`config.mk`:
```
export PLATFORM = sky130hd
export DESIGN_NAME = gicItfPort
export DESIGN_NICKNAME = d
export VERILOG_FILES = /design/src/gicPkg.sv /design/src/gicItfPort.sv
export SDC_FILE = /design/constraint.sdc
export NUM_CORES = 1
export LEC_CHECK = 0
export BUFFER_PORTS_ARGS = -buffer_cell sky130_fd_sc_hd__buf_4
export CORE_AREA = 3 3 251 253
export DETAILED_ROUTE_END_ITERATION = 10
export DIE_AREA = 0 0 254 256
export GPL_TIMING_DRIVEN = 0
export SLEW_MARGIN = 30
export SYNTH_ARGS = -nofsm -noshare
export SYNTH_HDL_FRONTEND = slang
export SYNTH_SLANG_ARGS = --single-unit
```
`constraint.sdc`:
```
create_clock -name clk -period 4.8 [get_ports clk]
set_input_delay 0.24 -clock clk [delete_from_list [all_inputs] [get_ports clk]]
set_output_delay 0.24 -clock clk [all_outputs]
set_load 0.01 [all_outputs]
```
`src/gicPkg.sv`:
```
// Shared widths and types for the global input controller
// GLB word and port width are the same, so one beat carries one GLB word
`default_nettype none

package gicPkg;

    // ======================================
    // Widths
    // ======================================
    localparam int portW     = 128;
    localparam int dramAddrW = 32;
    localparam int glbAddrW  = 16;

    // Header padding above num, dramBase and dir
    localparam int hdrPadW = portW - glbAddrW - dramAddrW - 1;

    // ======================================
    // Config instruction
    // ======================================
    typedef enum logic {
        dirIn2Chip = 1'b0,
        dirOut2Off = 1'b1
    } gicDirE;

    // 65 bits, glbBase in the top bits
    typedef struct packed {
        logic [glbAddrW-1:0]  glbBase;
        logic [dramAddrW-1:0] dramBase;
        logic [glbAddrW-1:0]  num;
        gicDirE               dir;
    } gicCfgT;

    // ======================================
    // Off-chip beats
    // ======================================
    // Command header, zero padded at the top
    typedef struct packed {
        logic [hdrPadW-1:0]   pad;
        logic [glbAddrW-1:0]  num;
        logic [dramAddrW-1:0] dramBase;
        logic                 dir;
    } gicHdrT;

    // First beat of a transfer reads as hdr, later beats as raw data
    typedef union packed {
        gicHdrT           hdr;
        logic [portW-1:0] raw;
    } itfBeatU;

    typedef struct packed {
        itfBeatU beat;
        logic    last;
        logic    vld;
    } outBeatT;

    // GLB write request from the controller
    typedef struct packed {
        logic [glbAddrW-1:0] addr;
        logic [portW-1:0]    data;
        logic                vld;
    } glbWrT;

endpackage

`default_nettype wire
```
`src/gicItfPort.sv`:
```
// Off-chip port, credit based on both links
// Off-chip side sends inbound beats only while it holds a credit
`timescale 1ns/1ps
`default_nettype none

module gicItfPort
    import gicPkg::*;
#(
    parameter int OutCredits = 4,
    parameter int InDepth    = 4
) (
    input  logic             clk,
    input  logic             rst_n,
    // Header from the controller
    input  logic             hdrReq,
    input  gicHdrT           hdr,
    output logic             hdrTaken,
    // Outbound reads
    output logic             outRoom,
    input  logic             rdIssue,
    input  logic             rdLast,
    input  logic [portW-1:0] rdDat,
    // Outbound link
    output outBeatT          outBeat,
    input  logic             itfCredit,
    // Inbound link
    input  logic             inVld,
    input  logic [portW-1:0] inDat,
    input  logic             inLast,
    output logic             inCredit,
    // Inbound FIFO head to the controller
    output logic             inHeadVld,
    output logic [portW-1:0] inHeadDat,
    output logic             inHeadLast,
    input  logic             inPop
);

    localparam int CredW  = $clog2(OutCredits + 1);
    localparam int InPtrW = (InDepth > 1) ? $clog2(InDepth) : 1;
    localparam int InCntW = $clog2(InDepth + 1);

    // ======================================
    // Outbound credits and beat mux
    // ======================================
    logic [CredW-1:0] credCnt;
    logic             rdPend;
    logic             lastDly;

    // Header and reads never share a cycle, one credit each
    always_ff @(posedge clk or negedge rst_n) begin
        if (!rst_n) begin
            credCnt <= CredW'(OutCredits);
        end else begin
            credCnt <= credCnt + CredW'(itfCredit) - CredW'(hdrTaken || rdIssue);
        end
    end

    assign outRoom  = (credCnt != '0);
    assign hdrTaken = hdrReq && outRoom;

    // Read data lands one cycle after rdIssue, last follows it
    always_ff @(posedge clk or negedge rst_n) begin
        if (!rst_n) begin
            rdPend  <= 1'b0;
            lastDly <= 1'b0;
        end else begin
            rdPend  <= rdIssue;
            lastDly <= rdLast;
        end
    end

    always_comb begin
        outBeat.beat.raw = rdDat;
        if (hdrTaken) begin
            outBeat.beat.hdr = hdr;
        end
        outBeat.last = rdPend && lastDly;
        outBeat.vld  = hdrTaken || rdPend;
    end

    // ======================================
    // Inbound FIFO
    // ======================================
    logic [portW-1:0]   inDatMem [InDepth];
    logic [InDepth-1:0] inLastMem;
    logic [InPtrW-1:0]  inWrPtr;
    logic [InPtrW-1:0]  inRdPtr;
    logic [InCntW-1:0]  inCnt;

    // Payload, no reset
    always_ff @(posedge clk) begin
        if (inVld) begin
            inDatMem[inWrPtr]  <= inDat;
            inLastMem[inWrPtr] <= inLast;
        end
    end

    always_ff @(posedge clk or negedge rst_n) begin
        if (!rst_n) begin
            inWrPtr  <= '0;
            inRdPtr  <= '0;
            inCnt    <= '0;
            inCredit <= 1'b0;
        end else begin
            if (inVld) begin
                inWrPtr <= (inWrPtr == InPtrW'(InDepth - 1)) ? '0 : inWrPtr + 1'b1;
            end
            if (inPop) begin
                inRdPtr <= (inRdPtr == InPtrW'(InDepth - 1)) ? '0 : inRdPtr + 1'b1;
            end
            inCnt    <= inCnt + InCntW'(inVld) - InCntW'(inPop);
            // Freed slot goes back to the off-chip side
            inCredit <= inPop;
        end
    end

    assign inHeadVld  = (inCnt != '0);
    assign inHeadDat  = inDatMem[inRdPtr];
    assign inHeadLast = inLastMem[inRdPtr];

endmodule

`default_nettype wire

```
==> impl_metrics.json <==
{
  "status": "finished, final reports clean",
  "r2r_cells": 11,
  "reg2reg_from": "credCnt[1]$_DFF_PN0_",
  "finalCritPeriodShare_pct": 64.88,
  "num_io_pins": 656,
  "drt_iter0_markers": 877,
  "clock_sinks": 529,
  "finalSetupViolations": 0,
  "cts_resized": 0,
  "yosysSeqAreaShare_pct": 76.09,
  "track_usage_pct": 23.32,
  "r2r_setup_slack_ns": 2.01,
  "synth_top_area_cell": "edfxtp_1",
  "maxSlewHeadroom_pct": 39.82,
  "yosys_warnings": 0,
  "worst_path_most_repeated_cell": "buf_4",
  "r2r_end": "credCnt[2]$_DFF_PN1_",
  "tightest_slew_ns": 0.9027,
  "via_count": 12650,
  "cp.required_ns": 4.56,
  "rsz0062_at_grt": "no",
  "skew_ns": 0.01970,
  "synth.most_common_cell": "edfxtp_1",
  "grt_pass1_vias": 13300,
  "path_max_fanout": 10,
  "fill_cells": 5156,
  "min_period_ns": 3.114,
  "clock_path_buffers": 3,
  "syn-instance-count": 872,
  "vias_per_cell": 4.897,
  "netlist_area_mm2": 0.02079,
  "syn_nets": 1276,
  "die_h_um": 256,
  "fin_tns_setup_ns": 0,
  "slew_viol_final": 0,
  "area_growth_pct": 44.96,
  "syn_avg_cell_area_um2": 23.85,
  "place_hpwl_mm": 60.25,
  "routedWlPerCell_um": 29.80,
  "initial_core_util_pct": 33.95,
  "ys.flop_type": "edfxtp_1",
  "yosysTopAreaCellShare_pct": 74.52,
  "pwr_density_cell_mw_per_mm2": 531.5,
  "ys_ff_latch": 529,
  "regArea_mm2": 0.01582,
  "design.die.area_mm2": 0.06502,
  "crit_arrival_ns": 2.87,
  "p_leak_nw": 11.25,
  "total_power_w": 0.01602,
  "cts_setup_buffers": 0,
  "h-tree-depth": 2,
  "synthTopCellsByArea": "edfxtp_1 (75%), mux4_2 (14%), mux2_1 (4.7%)",
  "nets": 2136,
  "vdd_drop_max_mv": 0.3476,
  "cts_tree": "yes",
  "fin_hold_ws_ns": 0.1054,
  "start_kind": "register",
  "clock-root-buffer": "clkbuf_16",
  "cts_buffers": 54,
  "hold_class": "in2async",
  "path_class": "reg2out",
  "grt_first_pass_wirelength_mm": 103.9,
  "multi_input_area_mm2": 0.004662,
  "path_clk_slew_ns": 0.07,
  "max_cap_viol_count": 0,
  "wl_mm": 76.97,
  "synth_commonest_cells": "edfxtp_1 (516), mux4_2 (129), mux2_1 (87)",
  "synth-async-reset-ratio_pct": 2.457,
  "rows": 91,
  "grt_remaining_overflow": 0,
  "cp-end-kind": "output pin",
  "globalplace.congestion": 0.8812,
  "grt_max_degree": 39,
  "antenna_found_initial": 50,
  "core_mm2": 0.06126,
  "cpMaxStageDelayCell": "mux4_2",
  "numPortBuffers": 655,
  "die_w_um": 254,
  "ant_nets": 0,
  "drive_above_1_share_pct": 53.72,
  "dr.pass1.iters": 4,
  "crit_path_max_incr_delay_ns": 0.65,
  "synth-edff-count": 516,
  "yosysUniqueCellTypes": 24,
  "ctsHoldBuffers": 135,
  "path_cells": "clkbuf_1, buf_2, buf_4, mux4_2, buf_4",
  "fin_util_pct": 49.21,
  "clock_latency_ns": 0.60,
  "drc": 0,
  "hold_violations": 0,
  "fmax_mhz": 321.1
}
[power breakdown]
part / switching, W / total (W) / internal, W
Sequential: 0.000172 / 0.00608 / 0.00591
Combinational: 0.00299 / 0.00592 / 0.00293
Clock: 0.00175 / 0.00402 / 0.00226
[routing by layer]
metal,share of wire (%),vias to the layer above,GRT usage (%)
li1,-,5441,-
met1,34,6499,25.38
met2,52,535,40.87
met3,9.2,155,8.373
met4,4.5,18,10.00
met5,0.16,-,0
[logic make-up (layout without fill, tap and decap cells)]
logic type / after synthesis / after routing / synth area share [%]
DFF: 529 / 529 / 76.09
muxes: 259 / 259 / 21.01
buffers and inverters: 54 / 958 / 1.540
and+or+nand+nor: 12 / 12 / 0.3490
adders and majority gates: 11 / 11 / 0.7341
xor gates and xnor gates: 4 / 4 / 0.1685
AOI/OAI and AO/OA: 3 / 3 / 0.1083
other: 0 / 17 / 0
[critical path, delay by kind of cell (launching register included)]
family	cells	cell delay (ns)
buffers and inverters	4	1.21
muxes	1	0.65
DFF	1	0.40
[registers in the layout, summed over array words and instances, names as in the netlist]
signal,cells
inCnt,3
inLastMem,4
credCnt,3
rdPend,1
inDatMem,512
inRdPtr,2
inCredit,1
lastDly,1
inWrPtr,2
[how the worst max path moves through the flow]
| stage | cells past startpoint | slack (ns) | start | end |
|---|---|---|---|---|
| floorplan | 3 | 0.72 | inWrPtr[0]$_DFFE_PN0P_ | inDatMem[0][0]$_DFFE_PP_ |
| global placement | 3 | -2.20 | inWrPtr[0]$_DFFE_PN0P_ | inDatMem[0][25]$_DFFE_PP_ |
| detailed placement | 11 | 1.97 | credCnt[1]$_DFF_PN0_ | credCnt[2]$_DFF_PN1_ |
| CTS | 4 | 1.57 | inRdPtr[1]$_DFFE_PN0P_ | inHeadDat[85] |
| global route | 5 | 1.55 | inRdPtr[0]$_DFFE_PN0P_ | inHeadDat[35] |
| finish | 5 | 1.69 | inRdPtr[0]$_DFFE_PN0P_ | inHeadDat[35] |
[area by class of cell]
cell class / count / share of cell area (%)
Clock inverter: 34 / 0.8841
Sequential cell: 529 / 52.49
Multi-Input combinational cell: 289 / 15.47
Antenna cell: 17 / 0.1411
Tap cell: 790 / 3.279
Inverter: 11 / 0.1370
Buffer: 43 / 0.9257
Clock buffer: 66 / 4.703
Timing Repair Buffer: 804 / 21.97
[metrics by stage]
stage,setup slack (ns),instances,area [µm²]
3_3_place_gp,-2.198,2317,26700
4_1_cts,1.569,2566,30100
2_1_floorplan,0.7184,872,20790
3_5_place_dp,1.973,2331,27060
6_report,1.686,2583,30140
5_1_grt,1.545,2575,30120
[layout by cell type (no fill, tap or decap), types with 2 or more instances in the layout]
cell type	netlist	layout
and2_4	0	4
buf_1	8	8
buf_12	0	4
buf_16	0	10
buf_2	10	10
buf_4	10	665
buf_6	9	9
bufinv_16	0	3
clkbuf_1	6	17
clkbuf_16	0	55
clkinv_1	0	12
clkinv_2	0	11
clkinv_4	0	2
clkinvlp_4	0	4
dfrtp_1	12	12
diode_2	0	17
dlygate4sd3_1	0	135
edfxtp_1	516	516
fa_1	2	2
ha_1	9	9
inv_1	11	11
mux2_1	87	87
mux2_2	43	43
mux4_2	129	129
nand2b_1	2	2
o21ai_0	2	2
or3_1	2	2
xnor2_1	3	3
Power figures use the tool's default switching activity.
