**config.mk**
```make
export PLATFORM = sky130hd
export DESIGN_NAME = gicCfgQueue
export DESIGN_NICKNAME = d
export VERILOG_FILES = /design/src/gicPkg.sv /design/src/gicCfgQueue.sv
export SDC_FILE = /design/constraint.sdc
export NUM_CORES = 1
export LEC_CHECK = 0
export BUFFER_PORTS_ARGS = -buffer_cell sky130_fd_sc_hd__buf_2
export CORE_MARGIN = 5
export CORE_UTILIZATION = 41
export DETAILED_ROUTE_END_ITERATION = 12
export PLACE_DENSITY_LB_ADDON = 0.05
export RECOVER_POWER = 25
export SLEW_MARGIN = 20
export SYNTH_ARGS = -nofsm -noshare
export SYNTH_HDL_FRONTEND = slang
export SYNTH_SLANG_ARGS = --single-unit
```
**constraint.sdc**
```tcl
create_clock -name clk -period 8.4 [get_ports clk]
set_clock_uncertainty 0.2 [all_clocks]
set_input_delay 0.42 -clock clk [delete_from_list [all_inputs] [get_ports clk]]
set_output_delay 0.42 -clock clk [all_outputs]
set_load 0.02 [all_outputs]
```
**src/gicPkg.sv**
```systemverilog
// Shared widths and types for the global input controller
// GLB word and port width are the same, so one beat carries one GLB word
`default_nettype none

package gicPkg;

    // ======================================
    // Widths
    // ======================================
    localparam int portW     = 128;
    localparam int dramAddrW = 32;
    localparam int glbAddrW  = 16;

    // Header padding above num, dramBase and dir
    localparam int hdrPadW = portW - glbAddrW - dramAddrW - 1;

    // ======================================
    // Config instruction
    // ======================================
    typedef enum logic {
        dirIn2Chip = 1'b0,
        dirOut2Off = 1'b1
    } gicDirE;

    // 65 bits, glbBase in the top bits
    typedef struct packed {
        logic [glbAddrW-1:0]  glbBase;
        logic [dramAddrW-1:0] dramBase;
        logic [glbAddrW-1:0]  num;
        gicDirE               dir;
    } gicCfgT;

    // ======================================
    // Off-chip beats
    // ======================================
    // Command header, zero padded at the top
    typedef struct packed {
        logic [hdrPadW-1:0]   pad;
        logic [glbAddrW-1:0]  num;
        logic [dramAddrW-1:0] dramBase;
        logic                 dir;
    } gicHdrT;

    // First beat of a transfer reads as hdr, later beats as raw data
    typedef union packed {
        gicHdrT           hdr;
        logic [portW-1:0] raw;
    } itfBeatU;

    typedef struct packed {
        itfBeatU beat;
        logic    last;
        logic    vld;
    } outBeatT;

    // GLB write request from the controller
    typedef struct packed {
        logic [glbAddrW-1:0] addr;
        logic [portW-1:0]    data;
        logic                vld;
    } glbWrT;

endpackage

`default_nettype wire
```
**src/gicCfgQueue.sv**
```systemverilog
// Config queue, the control unit pushes only while it holds a credit
// No full check on push, credits keep the queue from overflowing
`timescale 1ns/1ps
`default_nettype none

module gicCfgQueue
    import gicPkg::*;
#(
    parameter int CfgDepth = 4
) (
    input  logic   clk,
    input  logic   rst_n,
    // Control unit side
    input  logic   cfgVld,
    input  gicCfgT cfgInfo,
    output logic   cfgCredit,
    // Controller side
    output logic   headVld,
    output gicCfgT head,
    input  logic   headPop
);

    localparam int PtrW = (CfgDepth > 1) ? $clog2(CfgDepth) : 1;
    localparam int CntW = $clog2(CfgDepth + 1);

    // ======================================
    // Storage and pointers
    // ======================================
    gicCfgT          mem [CfgDepth];
    logic [PtrW-1:0] wrPtr;
    logic [PtrW-1:0] rdPtr;
    logic [CntW-1:0] count;

    // Entry payload, no reset
    always_ff @(posedge clk) begin
        if (cfgVld) begin
            mem[wrPtr] <= cfgInfo;
        end
    end

    // Pointers wrap at CfgDepth, depth need not be a power of two
    always_ff @(posedge clk or negedge rst_n) begin
        if (!rst_n) begin
            wrPtr <= '0;
            rdPtr <= '0;
        end else begin
            if (cfgVld) begin
                wrPtr <= (wrPtr == PtrW'(CfgDepth - 1)) ? '0 : wrPtr + 1'b1;
            end
            if (headPop) begin
                rdPtr <= (rdPtr == PtrW'(CfgDepth - 1)) ? '0 : rdPtr + 1'b1;
            end
        end
    end

    // Occupancy
    always_ff @(posedge clk or negedge rst_n) begin
        if (!rst_n) begin
            count <= '0;
        end else begin
            count <= count + CntW'(cfgVld) - CntW'(headPop);
        end
    end

    // ======================================
    // Head and credit return
    // ======================================
    assign headVld = (count != '0);
    assign head    = mem[rdPtr];

    // One credit per popped entry, a cycle after the pop
    always_ff @(posedge clk or negedge rst_n) begin
        if (!rst_n) begin
            cfgCredit <= 1'b0;
        end else begin
            cfgCredit <= headPop;
        end
    end

endmodule

`default_nettype wire

```
==> results of run 1 <==
[flip-flops by register name, indices dropped and copies added (netlist names)]
name       flops
rdPtr          2
count          3
cfgCredit      1
mem          260
wrPtr          2
[layout by cell type, fill, tap and decap left out, drive strengths merged]
| cell | count |
|---|---|
| diode | 1 |
| fa | 1 |
| or3 | 1 |
| nor2 | 1 |
| o21ai | 2 |
| or3b | 1 |
| xnor2 | 2 |
| clkbuf | 78 |
| mux4 | 65 |
| inv | 7 |
| edfxtp | 260 |
| clkinv | 14 |
| dfrtp | 8 |
| nand2 | 1 |
| and2 | 4 |
| mux2 | 2 |
| buf | 98 |
| ha | 7 |
| dlygate4sd3 | 68 |
| bufinv | 2 |
[path summary, 6_finish.rpt]
path	to	slack [ns]	from
max	head[61]	4.83	rdPtr[0]$_DFFE_PN0P_
min	count[0]$_DFF_PN0_	0.16	rst_n
max reg2reg	rdPtr[1]$_DFFE_PN0P_	5.86	rdPtr[0]$_DFFE_PN0P_
min reg2reg	count[2]$_DFF_PN0_	0.28	count[2]$_DFF_PN0_
max in group asynchronous	rdPtr[0]$_DFFE_PN0P_	7.48	rst_n
min in group clk	count[2]$_DFF_PN0_	0.28	count[2]$_DFF_PN0_
[kinds of logic after synthesis]
family                     Yosys count  synth area share, %
xor gates and xnor gates             2                0.178
AOI/OAI and AO/OA                    2                0.102
and+or+nand+nor                      8                0.483
muxes                               67                 15.1
DFF                                268                 81.3
buffers and inverters               21                 1.72
adders and majority gates            8                 1.09
[per-layer routing]
layer	GRT usage, %	share of wire [%]	up-vias
li1	-	-	2058
met2	23.6	51	111
met1	18.1	42	2384
met3	2.82	4.8	29
met4	3.40	2.0	0
met5	0	0	-
[area by class of cell]
type / count / area [µm²] / share of cell area [%]
sequential: 268 / 8020 / 64.6
multi-input combinational: 87 / 1680 / 13.5
timing repair buffer: 206 / 1350 / 10.9
clock buffer: 38 / 802 / 6.47
tap: 319 / 399 / 3.22
clock inverter: 17 / 129 / 1.04
inverter: 6 / 22.5 / 0.182
antenna: 1 / 2.50 / 0.0202
[power groups by stage]
stage	Sequential, mW	Clock [mW]	Combinational [mW]
final	1.87	1.21	1.17
after global routing	1.90	1.30	1.27
after CTS	1.89	1.25	1.21
after detailed placement	1.91	0	1.18
after floorplan	1.79	0	0.944
after global placement	1.90	0	1.18
[critical path: stages, from the launching register on]
cell and delay (ns):
dfrtp_4 0.76, buf_4 0.81, mux4_2 0.63, buf_2 0.18
[timing repair]
action / 4_1_cts / 5_1_grt
hold endpoints to repair: 273 / 0
setup buffers: 0 / 0
hold buffers: 68 / 0
[metrics by stage]
step           std cells  util (%)  worst slack (ns)  hold WS, ns  total power [mW]
6_report             942      52.7              4.83        0.155              4.26
5_1_grt              942      52.7              4.53        0.195              4.48
4_1_cts              939      52.7              4.63       0.0348              4.35
3_5_place_dp         816      45.9              5.20       0.0817              3.10
3_3_place_gp         816      45.9              5.20       0.0757              3.08
2_1_floorplan        376         -              5.62      -0.0756              2.73
==> impl_metrics.py, run 1 <==
metrics = {
    "critical_path": {
        "crit_arrival_ns": 2.95,
        "cp.required_ns": 7.78,
        "rr_worst_depth": 3,
        "cp-end-kind": "primary output",
        "start_kind": "flip-flop",
        "path_max_fanout": 45,
        "crit_type": "flip-flop to primary output",
    },
    "synthesis": {
        "synth_most_common_cell": "edfxtp_1",
        "seq_area_frac_synth_pct": 81.3,
        "ys_seq_elements": 268,
        "synth_area_leaders": "edfxtp_1 79%, mux4_2 15%, dfrtp_1 2.0%",
        "synthCells": 376,
        "ys_warn_count": 0,
        "synth_fp_nets": 453,
        "synth.avg_cell_area_um2": 26.2,
        "netlist_area_um2": 9850,
        "synthFlopType": "edfxtp_1",
        "ys_types": 19,
        "synthArstFlopShare_pct": 2.99,
        "synth-edff-count": 260,
        "netlist_top_cells_count": "260 x edfxtp_1, 65 x mux4_2, 8 x dfrtp_1",
        "yosys.area.top_type": "edfxtp_1",
        "synth_top_area_share_pct": 79.3,
    },
    "clock_tree": {
        "clock_path_buffers": 3,
        "clkLatencyLatePin_ns": 0.53,
        "cts_root_buf": "clkbuf_16",
        "h-tree-depth": 1,
        "ctsResizeCount": 0,
        "cts_tree": "done",
        "clkSlewWorstSetupHoldPaths_ns": 0.06,
        "cts_made_buffers": 30,
        "cts.sinks": 268,
    },
    "layout": {
        "design_area_um2": 12400,
        "fill_cells": 1901,
        "fin_nets": 676,
        "final_layout_size_suffix_gt1_share_pct": 34.1,
        "syn_to_final_growth_pct": 26.0,
    },
    "grt": {
        "grt_max_degree": 68,
        "grt_pass1_vias": 5117,
        "antenna_found_initial": 1,
        "grt_pass1_wl_um": 28400,
        "grt_use_total_pct": 13.7,
        "grt_overflow_total": 0,
    },
    "power": {
        "max-vdd-ir-drop_mv": 0.211,
        "switching_power_mw": 1.29,
        "p_sw_share_pct": 30.2,
        "p_comb_share_pct": 27.6,
        "p_leak_nw": 4.20,
        "p_int_mw": 2.97,
        "p_per_area_nw_per_um2": 343,
        "seqPwrFrac_pct": 44.0,
        "power_frac_clock_pct": 28.5,
    },
    "placed_design": {
        "place_area_um2": 10800,
        "portBuffers": 135,
        "dp_hpwl_um": 9880,
        "gp_congestion": 0.655,
    },
    "floorplan": {
        "initial_core_util_pct": 41.8,
        "num_rows": 56,
        "die_y_um": 165,
        "die_x_um": 165,
        "design.core.area_um2": 23500,
        "io_pins": 136,
        "die_area_um2": 27200,
    },
    "detailed_routing": {
        "ant_nets": 0,
        "drc": 0,
        "drt_iter0_markers": 238,
        "dr.pass1.iters": 4,
        "wl_um": 18500,
        "viasPerCell": 4.86,
        "routedWlPerCell_um": 19.7,
        "num_vias": 4582,
    },
    "run": {
        "maxCapViolations": 0,
    },
    "sta": {
        "tns_ns": 0,
        "tightest_slew_ns": 1.06,
        "grt_setup_unrepaired": "false",
        "setup_viol": 0,
        "min_period_ns": 3.57,
        "fin_crit_sh_pct": 42.6,
        "clock.fmax_mhz": 280,
        "finalMaxSlewViolations": 0,
        "hold_viol_final": 0,
        "maxSlewHeadroom_pct": 29.5,
    },
    "outcome": {
        "status": "complete, no violations",
    },
    "min_path": {
        "hp-class": "input pin to asynchronous set/reset pin",
    },
}
No activity file was read; power rests on OpenSTA's default activity.
==> inputs of run 2 (changes only) <==
==> constraint.sdc (replaced) <==
create_clock -name clk -period 3.5 [get_ports clk]
set_clock_uncertainty 0.2 [all_clocks]
set_input_delay 0.175 -clock clk [delete_from_list [all_inputs] [get_ports clk]]
set_output_delay 0.175 -clock clk [all_outputs]
set_load 0.02 [all_outputs]
==> impl_metrics.py, run 2 (synthesis gave the netlist of run 1 again) <==
metrics = {
    "power": {
        "p_per_area_nw_per_um2": 811,
        "p_comb_share_pct": 29.4,
        "p_sw_share_pct": 30.3,
        "seqPwrFrac_pct": 44.0,
        "p_leak_nw": 4.19,
        "switching_power_mw": 3.04,
        "totalPowerFinal_mw": 10.0,
        "max-vdd-ir-drop_mv": 0.465,
        "power_frac_clock_pct": 26.5,
        "p_int_mw": 7.00,
    },
    "sta": {
        "fin_crit_sh_pct": 80.1,
        "clock.fmax_mhz": 357,
        "grt_setup_unrepaired": "false",
        "setup_viol": 0,
        "hold_viol_final": 0,
        "finalMaxSlewViolations": 0,
        "maxSlewHeadroom_pct": 49.1,
        "min_period_ns": 2.80,
        "tightest_slew_ns": 0.764,
        "tns_ns": 0,
    },
    "floorplan": {
        "io_pins": 136,
        "design.core.area_um2": 23500,
        "initial_core_util_pct": 41.8,
        "die_x_um": 165,
        "die_area_um2": 27200,
        "num_rows": 56,
        "die_y_um": 165,
    },
    "outcome": {
        "status": "complete, no violations",
    },
    "critical_path": {
        "cp-end-kind": "primary output",
        "crit_arrival_ns": 2.43,
        "path_max_fanout": 20,
        "start_kind": "flip-flop",
        "cp.required_ns": 3.12,
        "crit_type": "flip-flop to primary output",
    },
    "placed_design": {
        "gp_congestion": 0.682,
        "place_area_um2": 10900,
        "place_inst": 825,
        "dp_hpwl_um": 11000,
        "portBuffers": 135,
    },
    "layout": {
        "final_common_cell": "edfxtp_1",
        "post-route-util_pct": 52.6,
        "multiInputGateArea_um2": 1680,
        "instances_no_fill": 942,
        "top_regs": "mem: 260 flops, count: 3 flops",
        "fin_nets": 682,
        "top_register": "mem",
        "syn_to_final_growth_pct": 25.8,
        "most-common-layout-cells": "260 x edfxtp_1, 93 x buf_2, 69 x dlygate4sd3_1, 65 x mux4_2, 52 x clkbuf_1",
        "largest_reg_flops": 260,
        "final_layout_size_suffix_gt1_share_pct": 33.9,
        "design_area_um2": 12400,
        "seq_area_um2": 8020,
        "fill_cells": 1954,
    },
    "detailed_routing": {
        "dr.pass1.iters": 4,
        "ant_nets": 0,
        "wl_um": 18800,
        "viasPerCell": 4.86,
        "num_vias": 4582,
        "drt_iter0_markers": 237,
        "drc": 0,
        "routedWlPerCell_um": 20.0,
    },
    "clock_tree": {
        "cts_made_buffers": 28,
        "clkLatencyLatePin_ns": 0.52,
        "cts_setup_buffers": 0,
        "ctsResizeCount": 0,
        "cts.sinks": 268,
        "clkSlewWorstSetupHoldPaths_ns": 0.06,
        "cts_root_buf": "clkbuf_16",
        "hold_buffers": 69,
        "clock_path_buffers": 3,
        "h-tree-depth": 1,
        "cts_tree": "done",
    },
    "grt": {
        "grt_max_degree": 48,
        "grt_pass1_wl_um": 29000,
        "antenna_found_initial": 1,
        "grt_pass1_vias": 5112,
        "grt_overflow_total": 0,
        "grt_use_total_pct": 14.1,
    },
    "min_path": {
        "hp-class": "input pin to flip-flop",
    },
    "run": {
        "maxCapViolations": 0,
    },
}
run 2: changes by cell type in the layout (fill, tap and decap cells not counted), sizes merged:
cell / change
dlygate4sd3: +1
inv: -1
bufinv: -1
clkbuf: +3
buf: +5
clkinv: -7
run 2: critical path: stages, from the launching register on:
cell	delay [ns]
dfrtp_4	0.70
buf_4	0.44
mux4_2	0.57
buf_2	0.18
run 2: cell type report:
class,count,share of cell area [%]
clock buffers,39,6.16
inverters,6,0.182
repair buffers,214,11.6
diodes,1,0.0202
clock inverters,8,0.495
flip-flops and latches,268,64.7
well taps,319,3.22
multi-input cells,87,13.6
run 2: routing by layer:
| layer | global-route usage, % | wire length (µm) |
|---|---|---|
| met5 | 0 | 0 |
| met4 | 3.21 | 355 |
| met3 | 3.04 | 1000 |
| met2 | 24.5 | 9730 |
| met1 | 18.2 | 7710 |
run 2: power groups by stage:
stage | Combinational [mW] | Clock, mW | Sequential (mW)
3_5_place_dp | 3.01 | 0 | 4.52
3_3_place_gp | 2.99 | 0 | 4.49
4_1_cts | 3.07 | 2.75 | 4.45
5_1_grt | 3.20 | 2.90 | 4.50
6_report | 2.95 | 2.67 | 4.43
2_1_floorplan | 2.26 | 0 | 4.29
run 2: through the flow:
stage	hold slack [ns]	setup slack, ns
after floorplan	-0.321	0.724
after global placement	-0.168	1.17
after detailed placement	-0.164	1.17
after CTS	0.140	0.588
after global routing	0.225	0.492
final	0.213	0.698
run 2: worst paths after layout:
kind | start | end | slack (ns) | cells after the start
worst max-delay path | rdPtr[0]$_DFFE_PN0P_ | head[58] | 0.70 | 3
worst min-delay path | cfgInfo[43] | mem[1][43]$_DFFE_PP_ | 0.21 | 2
worst max register to register | wrPtr[0]$_DFFE_PN0P_ | mem[0][54]$_DFFE_PP_ | 1.38 | 4
worst min register to register | count[2]$_DFF_PN0_ | count[2]$_DFF_PN0_ | 0.27 | 1
max in group asynchronous | rst_n | rdPtr[0]$_DFFE_PN0P_ | 2.33 | 3
min in group asynchronous | rst_n | count[0]$_DFF_PN0_ | 0.45 | 3
