$ cat config.mk
export PLATFORM = sky130hd
export DESIGN_NAME = gicXferCtrl
export DESIGN_NICKNAME = d
export VERILOG_FILES = /design/src/gicPkg.sv /design/src/gicXferCtrl.sv
export SDC_FILE = /design/constraint.sdc
export NUM_CORES = 1
export LEC_CHECK = 0
export BUFFER_PORTS_ARGS = -buffer_cell sky130_fd_sc_hd__buf_2
export CORE_AREA = 3 3 192 194
export CTS_CLUSTER_DIAMETER = 80
export DETAILED_ROUTE_END_ITERATION = 8
export DIE_AREA = 0 0 195 197
export GPL_ROUTABILITY_DRIVEN = 0
export PLACE_DENSITY_LB_ADDON = 0.3
export SYNTH_ARGS = -nofsm -noshare
export SYNTH_HDL_FRONTEND = slang
export SYNTH_SLANG_ARGS = --single-unit
$ cat constraint.sdc
create_clock -name clk -period 3.3 [get_ports clk]
set_input_delay 0.33 -clock clk [delete_from_list [all_inputs] [get_ports clk]]
set_output_delay 0.33 -clock clk [all_outputs]
set_load 0.03 [all_outputs]
$ cat src/gicPkg.sv
// Shared widths and types for the global input controller
// GLB word and port width are the same, so one beat carries one GLB word
`default_nettype none

package gicPkg;

    // ======================================
    // Widths
    // ======================================
    localparam int portW     = 128;
    localparam int dramAddrW = 32;
    localparam int glbAddrW  = 16;

    // Header padding above num, dramBase and dir
    localparam int hdrPadW = portW - glbAddrW - dramAddrW - 1;

    // ======================================
    // Config instruction
    // ======================================
    typedef enum logic {
        dirIn2Chip = 1'b0,
        dirOut2Off = 1'b1
    } gicDirE;

    // 65 bits, glbBase in the top bits
    typedef struct packed {
        logic [glbAddrW-1:0]  glbBase;
        logic [dramAddrW-1:0] dramBase;
        logic [glbAddrW-1:0]  num;
        gicDirE               dir;
    } gicCfgT;

    // ======================================
    // Off-chip beats
    // ======================================
    // Command header, zero padded at the top
    typedef struct packed {
        logic [hdrPadW-1:0]   pad;
        logic [glbAddrW-1:0]  num;
        logic [dramAddrW-1:0] dramBase;
        logic                 dir;
    } gicHdrT;

    // First beat of a transfer reads as hdr, later beats as raw data
    typedef union packed {
        gicHdrT           hdr;
        logic [portW-1:0] raw;
    } itfBeatU;

    typedef struct packed {
        itfBeatU beat;
        logic    last;
        logic    vld;
    } outBeatT;

    // GLB write request from the controller
    typedef struct packed {
        logic [glbAddrW-1:0] addr;
        logic [portW-1:0]    data;
        logic                vld;
    } glbWrT;

endpackage

`default_nettype wire
$ cat src/gicXferCtrl.sv
// Transfer FSM, one config at a time, taken from the queue head in IDLE
// Inbound beats beyond num without inLast stay queued for the next transfer
`timescale 1ns/1ps
`default_nettype none

module gicXferCtrl
    import gicPkg::*;
(
    input  logic                clk,
    input  logic                rst_n,
    // Config queue
    input  logic                headVld,
    input  gicCfgT              head,
    output logic                headPop,
    // Header request to the port
    output logic                hdrReq,
    output gicHdrT              hdr,
    input  logic                hdrTaken,
    // Outbound reads
    input  logic                outRoom,
    output logic                rdIssue,
    output logic                rdLast,
    output logic [glbAddrW-1:0] rdAddr,
    // Inbound writes
    output glbWrT               glbWr,
    input  logic                inHeadVld,
    input  logic [portW-1:0]    inHeadDat,
    input  logic                inHeadLast,
    output logic                inPop,
    output logic                xferDone
);

    // ======================================
    // State encoding
    // ======================================
    localparam logic [1:0] StIdle    = 2'd0;
    localparam logic [1:0] StCmd     = 2'd1;
    localparam logic [1:0] StIn2Chip = 2'd2;
    localparam logic [1:0] StOut2Off = 2'd3;

    logic [1:0]          state;
    gicCfgT              cfgR;
    logic [glbAddrW-1:0] cnt;
    logic [glbAddrW-1:0] wordAddr;
    logic                lastCnt;
    logic                wrLast;
    logic                emptyDone;

    // Latched config, loaded on pop
    always_ff @(posedge clk) begin
        if (headPop) begin
            cfgR <= head;
        end
    end

    // ======================================
    // Word counter and address
    // ======================================
    // Counts issued reads or popped writes, cleared while idle
    always_ff @(posedge clk or negedge rst_n) begin
        if (!rst_n) begin
            cnt <= '0;
        end else if (state == StIdle) begin
            cnt <= '0;
        end else if (rdIssue || inPop) begin
            cnt <= cnt + 1'b1;
        end
    end

    assign wordAddr = cfgR.glbBase + cnt;
    assign lastCnt  = (cnt == cfgR.num - 1'b1);

    // ======================================
    // Handshakes
    // ======================================
    // Pop straight from IDLE, header request from the next cycle
    assign headPop = (state == StIdle) && headVld;
    assign hdrReq  = (state == StCmd);

    // Header fields straight from the latched config
    always_comb begin
        hdr          = '0;
        hdr.num      = cfgR.num;
        hdr.dramBase = cfgR.dramBase;
        hdr.dir      = cfgR.dir;
    end

    // One read per cycle while the port has a credit
    assign rdIssue = (state == StOut2Off) && outRoom;
    assign rdLast  = rdIssue && lastCnt;
    assign rdAddr  = wordAddr;

    // Inbound head goes straight into the GLB
    assign inPop      = (state == StIn2Chip) && inHeadVld;
    assign glbWr.addr = wordAddr;
    assign glbWr.data = inHeadDat;
    assign glbWr.vld  = inPop;

    // Early end on inLast
    assign wrLast = inPop && (lastCnt || inHeadLast);

    // Zero-length config ends right after its header
    assign emptyDone = hdrReq && hdrTaken && (cfgR.num == '0);

    assign xferDone = rdLast || wrLast || emptyDone;

    // ======================================
    // FSM
    // ======================================
    always_ff @(posedge clk or negedge rst_n) begin
        if (!rst_n) begin
            state <= StIdle;
        end else begin
            case (state)
                StIdle: begin
                    if (headVld) begin
                        state <= StCmd;
                    end
                end
                StCmd: begin
                    if (hdrTaken) begin
                        if (cfgR.num == '0) begin
                            state <= StIdle;
                        end else if (cfgR.dir == dirOut2Off) begin
                            state <= StOut2Off;
                        end else begin
                            state <= StIn2Chip;
                        end
                    end
                end
                StIn2Chip: begin
                    if (wrLast) begin
                        state <= StIdle;
                    end
                end
                StOut2Off: begin
                    if (rdLast) begin
                        state <= StIdle;
                    end
                end
                default: state <= StIdle;
            endcase
        end
    end

endmodule

`default_nettype wire

==> flow_summary_export.csv, run 1 <==
group,metric,value,unit
run_status,status,"completed",
routing,wl_per_cell,22.2,um
clocking,numCtsBuffers,9,
critical_path,reg2reg_depth,8,
critical_path,start_kind,"flip-flop",
floorplan,coreArea,35400,um2
final_layout,area_growth,1.49,%
power_and_ir_drop,power,4.00,mW
routing,drt_iter0_drc,133,
critical_path,cp.arrival,2860,ps
clocking,clock_latency,350,ps
synth,synth-async-reset-ratio,0.217,
routing,ant_nets,0,
critical_path,crit_buf_inv,2,
floorplan,std_cell_rows,69,
global_route,use_met2,0.210,
synth,synth-xor-area-share,0.0656,
placement,io_buffers,159,
floorplan,dieArea,38400,um2
floorplan,start_util,0.177,
placement,hpwlAfterDp,21.0,mm
synth,synth-seq-cells,83,
critical_path,critPathRequiredTime,2970,ps
synth,synth-simple-area-share,0.0953,
routing,finalWirelength,23.8,mm
sta,setup_viol_count_final,0,
critical_path,worstPathCellList,"inv_1 > ha_1 > nor3b_2 > nor4b_4 > or3_2 > a2111oi_4 > and4_1 > a31o_1 > buf_2",
power_and_ir_drop,ir_worst_vdd,0.406,mV
routing,vias,3835,
clocking,clockRootBuffer,"clkbuf_16",
routing,drt_pass1_iterations,4,
critical_path,crit_end,"xferDone",
synth,syn_inst,616,
synth,seq_area_frac_synth,0.383,
min_path,whs_path_depth,1,
power_and_ir_drop,power_density,627,nW/um2
flow_run,drv_cap,0,
critical_path,reg2reg_to,"state[0]",
synth,synth-compound-area-share,0.0751,
sta,fin_crit,3190,ps
synth,syn_avg_cell_area,10.2,um2
critical_path,r2r_start,"hdr[34]",
global_route,grt_busiest_layer,"met2",
power_and_ir_drop,p_leak,2.74,nW
clocking,clkTransAtPathRegs,70,ps
sta,worst_hold_slack,154,ps
sta,hold_viol,0,
synth,netlist_top_cells_area,"buf_4 (33%), edfxtp_1 (31%), dfrtp_1 (7.2%), xor2_1 (3.6%), ha_1 (3.6%)",
floorplan,dieWidth,195,um
synth,synth_cell_type_count,60,
final_layout,num-nets-final,822,
critical_path,cp.depth,9,
global_route,met3_usage,0.117,
synth,yosys_most_used_dff,"edfxtp_1",
synth,synth_top_family_by_area,"buffers and inverters",
min_path,hold_path.class,"input port to flip-flop",
global_route,grt_overflow,0,
critical_path,path_class,"flip-flop to output pin",
global_route,antenna_found_initial,0,
sta,drv_slew,0,
global_route,grt_max_degree,31,
clocking,clkSinkCount,83,
sta,fmax,313,MHz
critical_path,critPathTopFamily,"simple AND/OR/NAND/NOR gates",
synth,syn_area,6280,um2
synth,synthAdderAreaFrac,0.0391,
synth,synth_top_area_frac,0.326,
critical_path,cp_slowest_stage_delay,520,ps
floorplan,io_pins,495,
clocking,cts_tree,"built",
critical_path,crit_path_end_kind,"output pin",
final_layout,drive_gt1_frac,0.347,
synth,synth_top_area_cell,"buf_4",
sta,max_slew_margin,0.602,
clocking,clk_path_buf_depth,2,
synth,synth_mux_area_frac,0.00339,
sta,finalCritPeriodShare,0.968,
critical_path,crit_start,"hdr[34]",
routing,drc,0,
sta,grt_setup_unrepaired,"true",
critical_path,worst-r2r-setup-slack,860,ps
synth,synth-edff-count,65,
global_route,grt_pass1_wl,30.7,mm
synth,yosysWarnings,0,
clocking,h-tree-depth,3,
sta,fin_worst_skew,8.89,ps
sta,worst_pin_slew,592,ps
floorplan,chipHeight,197,um
critical_path,critPathMaxFanout,5,
critical_path,slowest_stage,"or3_2",
global_route,grt_usage,0.116,
global_route,grt_pass1_vias,3805,
routing,viasPerCell,3.58,
global_route,gr-usage-met1,0.0813,
synthesized netlist by cell type (3+ instances only):
library cell,n
or2_2,3
xor2_1,26
o21a_1,5
buf_4,273
nand2_1,12
o21ai_0,10
buf_2,3
clkbuf_1,3
nor2_1,26
and3_1,9
nand2b_1,4
edfxtp_1,65
nor2b_1,5
ha_1,18
inv_1,12
nand4_1,5
dfrtp_1,18
nor3_1,10
nor4_1,3
a21oi_1,19
and4_1,3
nand3_1,6
a211oi_1,4
or3_1,4
a21o_1,6
a41oi_1,3
xnor2_1,21
where the power goes:
group	total (mW)	internal [mW]	switching, mW
sequential	1.44	1.32	0.124
combinational	1.51	0.434	1.07
clock	1.05	0.610	0.437
worst register-to-register path, cell delays in order (launching register included):
cell,delay (ps)
edfxtp_1,420
inv_1,80
ha_1,200
nor3b_2,160
nor4b_4,150
or3_2,520
a2111oi_4,340
and4_1,290
a41oi_1,140
worst min-delay path by stage:
stage	slack, ps	start	to
2_1_floorplan	30	rst_n	cnt[0]
3_3_place_gp	310	rst_n	cnt[0]
3_5_place_dp	310	rst_n	cnt[0]
4_1_cts	130	head[18]	hdr[2]
5_1_grt	130	head[34]	hdr[18]
6_report	150	head[1]	hdr[33]
state kept, by name, indices dropped and copies added, names as in the netlist:
signal,count
cfgR,16
state,2
cnt,16
hdr,49
logic make-up after synthesis:
kind of cell,Yosys count
AOI/OAI and AO/OA,68
xor gates and xnor gates,47
adders and majority gates,19
buffers and inverters,292
DFF,83
muxes,2
other,1
and+or+nand+nor,104
through the flow:
stage / setup slack [ps] / cells / cell area [um2] / util / TNS, ps
after floorplan: 260 / 694 / 6570 / - / 0
final: 106 / 1070 / 6370 / 0.180 / 0
after detailed placement: 320 / 1044 / 5940 / 0.168 / 0
after global routing: -22.7 / 1069 / 6370 / 0.180 / -56.7
after global placement: 341 / 1044 / 5940 / 0.168 / 0
after CTS: -6.71 / 1061 / 6260 / 0.177 / -6.71
routing by layer:
metal | routed length [um] | vias up
met3 | 5210 | 17
met5 | 146 | -
met1 | 5870 | 1720
met2 | 12300 | 369
met4 | 250 | 4
li1 | - | 1725
what timing repair did:
action	CTS	global route
hold buffers	1	0
pin swaps	1	4
endpoints found under the setup margin	3	10
hold endpoints to repair	18	0
buffers inserted	0	8
gates resized for setup	4	10
cell type report:
| cell class | count | area, um2 |
|---|---|---|
| well taps | 461 | 577 |
| clock buffers | 11 | 243 |
| clock inverters | 5 | 62.6 |
| inverters | 12 | 45.0 |
| fillers | 3948 | 29000 |
| repair buffers | 178 | 951 |
| multi-input cells | 319 | 2090 |
| flip-flops and latches | 83 | 2400 |
| diodes | 1 | 2.50 |
cell usage in the layout, fill, tap and decap left out, drive strengths merged, types with 5 or more instances in the layout:
master / synthesis / final
a21o: 6 / 6
a21oi: 19 / 19
and3: 9 / 9
buf: 277 / 175
clkbuf: 3 / 13
conb: 1 / 79
dfrtp: 18 / 18
edfxtp: 65 / 65
ha: 18 / 18
inv: 12 / 12
nand2: 12 / 12
nand3: 6 / 6
nand4: 5 / 5
nor2: 26 / 26
nor2b: 5 / 5
nor3: 10 / 10
o21a: 5 / 5
o21ai: 10 / 10
or3: 5 / 5
xnor2: 21 / 21
xor2: 26 / 26
Power figures use the tool's default switching activity.
==> run 2, diff against run 1 <==
--- a/config.mk
+++ b/config.mk
@@ -11,7 +11,7 @@
 export DETAILED_ROUTE_END_ITERATION = 8
 export DIE_AREA = 0 0 195 197
 export GPL_ROUTABILITY_DRIVEN = 0
-export PLACE_DENSITY_LB_ADDON = 0.3
+export PLACE_DENSITY = 0.46
 export SYNTH_ARGS = -nofsm -noshare
 export SYNTH_HDL_FRONTEND = slang
 export SYNTH_SLANG_ARGS = --single-unit
==> flow_summary_export.csv, run 2 (synthesized netlist as in run 1, its figures left out) <==
group,metric,value,unit
run_status,status,"completed",
floorplan,start_util,0.177,
global_route,grt_max_degree,42,
critical_path,reg2reg_to,"state[0]",
final_layout,num-nets-final,822,
routing,met3_length,5.19,mm
routing,drt_pass1_iterations,4,
global_route,grt_usage,0.114,
sta,hold_viol,0,
clocking,clkSinkCount,83,
final_layout,largest_register_ffs,49,
routing,drc,0,
power_and_ir_drop,power,3.96,mW
placement,io_buffers,159,
floorplan,coreArea,35400,um2
min_path,whs_path_depth,1,
placement,hpwlAfterDp,20.3,mm
clocking,cts_tree,"built",
final_layout,diodes,0,
sta,worst_pin_slew,557,ps
placement,dp_cells,1046,
flow_run,drv_cap,0,
routing,met1_length,5.73,mm
final_layout,mostFrequentLayoutCell,"buf_2",
final_layout,area_growth,1.14,%
sta,fin_worst_skew,7.88,ps
global_route,grt_pass1_wl,30.2,mm
sta,max_slew_margin,0.629,
sta,drv_slew,0,
global_route,grt_pass1_vias,3616,
power_and_ir_drop,ir_worst_vdd,0.506,mV
routing,finalWirelength,23.3,mm
power_and_ir_drop,p_leak,2.73,nW
placement,placed_area,5960,um2
routing,vias,3792,
final_layout,nFillCells,3949,
critical_path,critPathMaxFanout,9,
routing,ant_nets,0,
min_path,holdPathEnd,"hdr[41]",
critical_path,critPathRequiredTime,2970,ps
critical_path,path_class,"flip-flop to output pin",
sta,setup_viol_count_final,0,
routing,drt_iter0_drc,178,
critical_path,crit_path_end_kind,"output pin",
sta,finalCritPeriodShare,0.958,
global_route,grt_overflow,0,
critical_path,worst-r2r-setup-slack,900,ps
routing,viasPerCell,3.55,
routing,wl_per_cell,21.8,um
final_layout,drive_gt1_frac,0.347,
global_route,antenna_found_initial,2,
power_and_ir_drop,power_density,624,nW/um2
critical_path,start_kind,"flip-flop",
clocking,h-tree-depth,3,
floorplan,dieArea,38400,um2
sta,fin_crit,3160,ps
routing,highest_layer,"met5",
critical_path,cp.arrival,2830,ps
min_path,hold_path.class,"input port to flip-flop",
clocking,numCtsBuffers,9,
clocking,clkTransAtPathRegs,70,ps
floorplan,std_cell_rows,69,
clocking,clk_path_buf_depth,2,
floorplan,chipHeight,197,um
critical_path,reg2reg_depth,6,
routing,dr_wl_met2,12.0,mm
final_layout,stdcell_area,6350,um2
sta,fmax,316,MHz
final_layout,final_cell_mix,"buf_2 (156), conb_1 (79), edfxtp_1 (65), nor2_1 (26), xor2_1 (26)",
clocking,clockRootBuffer,"clkbuf_16",
final_layout,finalNonFillerCells,1069,
floorplan,io_pins,495,
critical_path,r2r_start,"hdr[40]",
min_path,worstHoldStart,"head[9]",
floorplan,dieWidth,195,um
clocking,clock_latency,350,ps
[run 2: metrics by stage]
| stage | hold slack, ps | setup TNS [ps] | setup WS [ps] | util |
|---|---|---|---|---|
| after CTS | 127 | 0 | 26.4 | 0.177 |
| after detailed placement | 315 | 0 | 397 | 0.168 |
| after floorplan | 34.4 | 0 | 260 | - |
| final | 146 | 0 | 139 | 0.179 |
| after global routing | 129 | -12.6 | -12.6 | 0.179 |
| after global placement | 306 | 0 | 429 | 0.168 |
[run 2: critical path: stages, from the launching register on]
cell	delay, ps
edfxtp_1	550
or4_1	650
nor4bb_1	280
a41oi_1	70
o32ai_1	250
and4_1	300
a31o_1	170
clkbuf_4	190
[run 2: worst max-delay path by stage]
stage,cells after the start,startpoint,slack [ps],to
5_1_grt,7,hdr[37],-10,xferDone
3_3_place_gp,8,cnt[1],430,rdAddr[15]
4_1_cts,9,hdr[34],30,xferDone
3_5_place_dp,7,hdr[35],400,xferDone
2_1_floorplan,3,state[0],260,cfgR[49]
6_report,7,hdr[40],140,xferDone
[run 2: report_power, final]
part	internal [mW]	switching [mW]	total, mW
clock network	0.587	0.449	1.04
registers	1.32	0.112	1.43
logic	0.429	1.06	1.49
total	2.34	1.62	3.96
[run 2: cell type report]
class | count | area, um2 | area share
clock buffers | 10 | 229 | 0.0361
clock inverters | 6 | 66.3 | 0.0104
inverters | 12 | 45.0 | 0.00709
multi-input cells | 319 | 2080 | 0.328
flip-flops and latches | 83 | 2400 | 0.379
well taps | 461 | 577 | 0.0908
repair buffers | 178 | 948 | 0.149
[run 2: repair_timing]
item | in CTS | in global routing
pin swaps | 0 | 3
setup endpoints to repair | 1 | 12
hold buffers | 1 | 0
buffers inserted | 1 | 5
resized for setup | 0 | 14
hold endpoints to repair | 18 | 0
[run 2: per-layer routing]
| layer | track usage | vias up |
|---|---|---|
| met3 | 0.118 | 24 |
| met4 | 0.0246 | 8 |
| met2 | 0.202 | 365 |
| met5 | 0.0247 | - |
| li1 | - | 1736 |
| met1 | 0.0818 | 1659 |
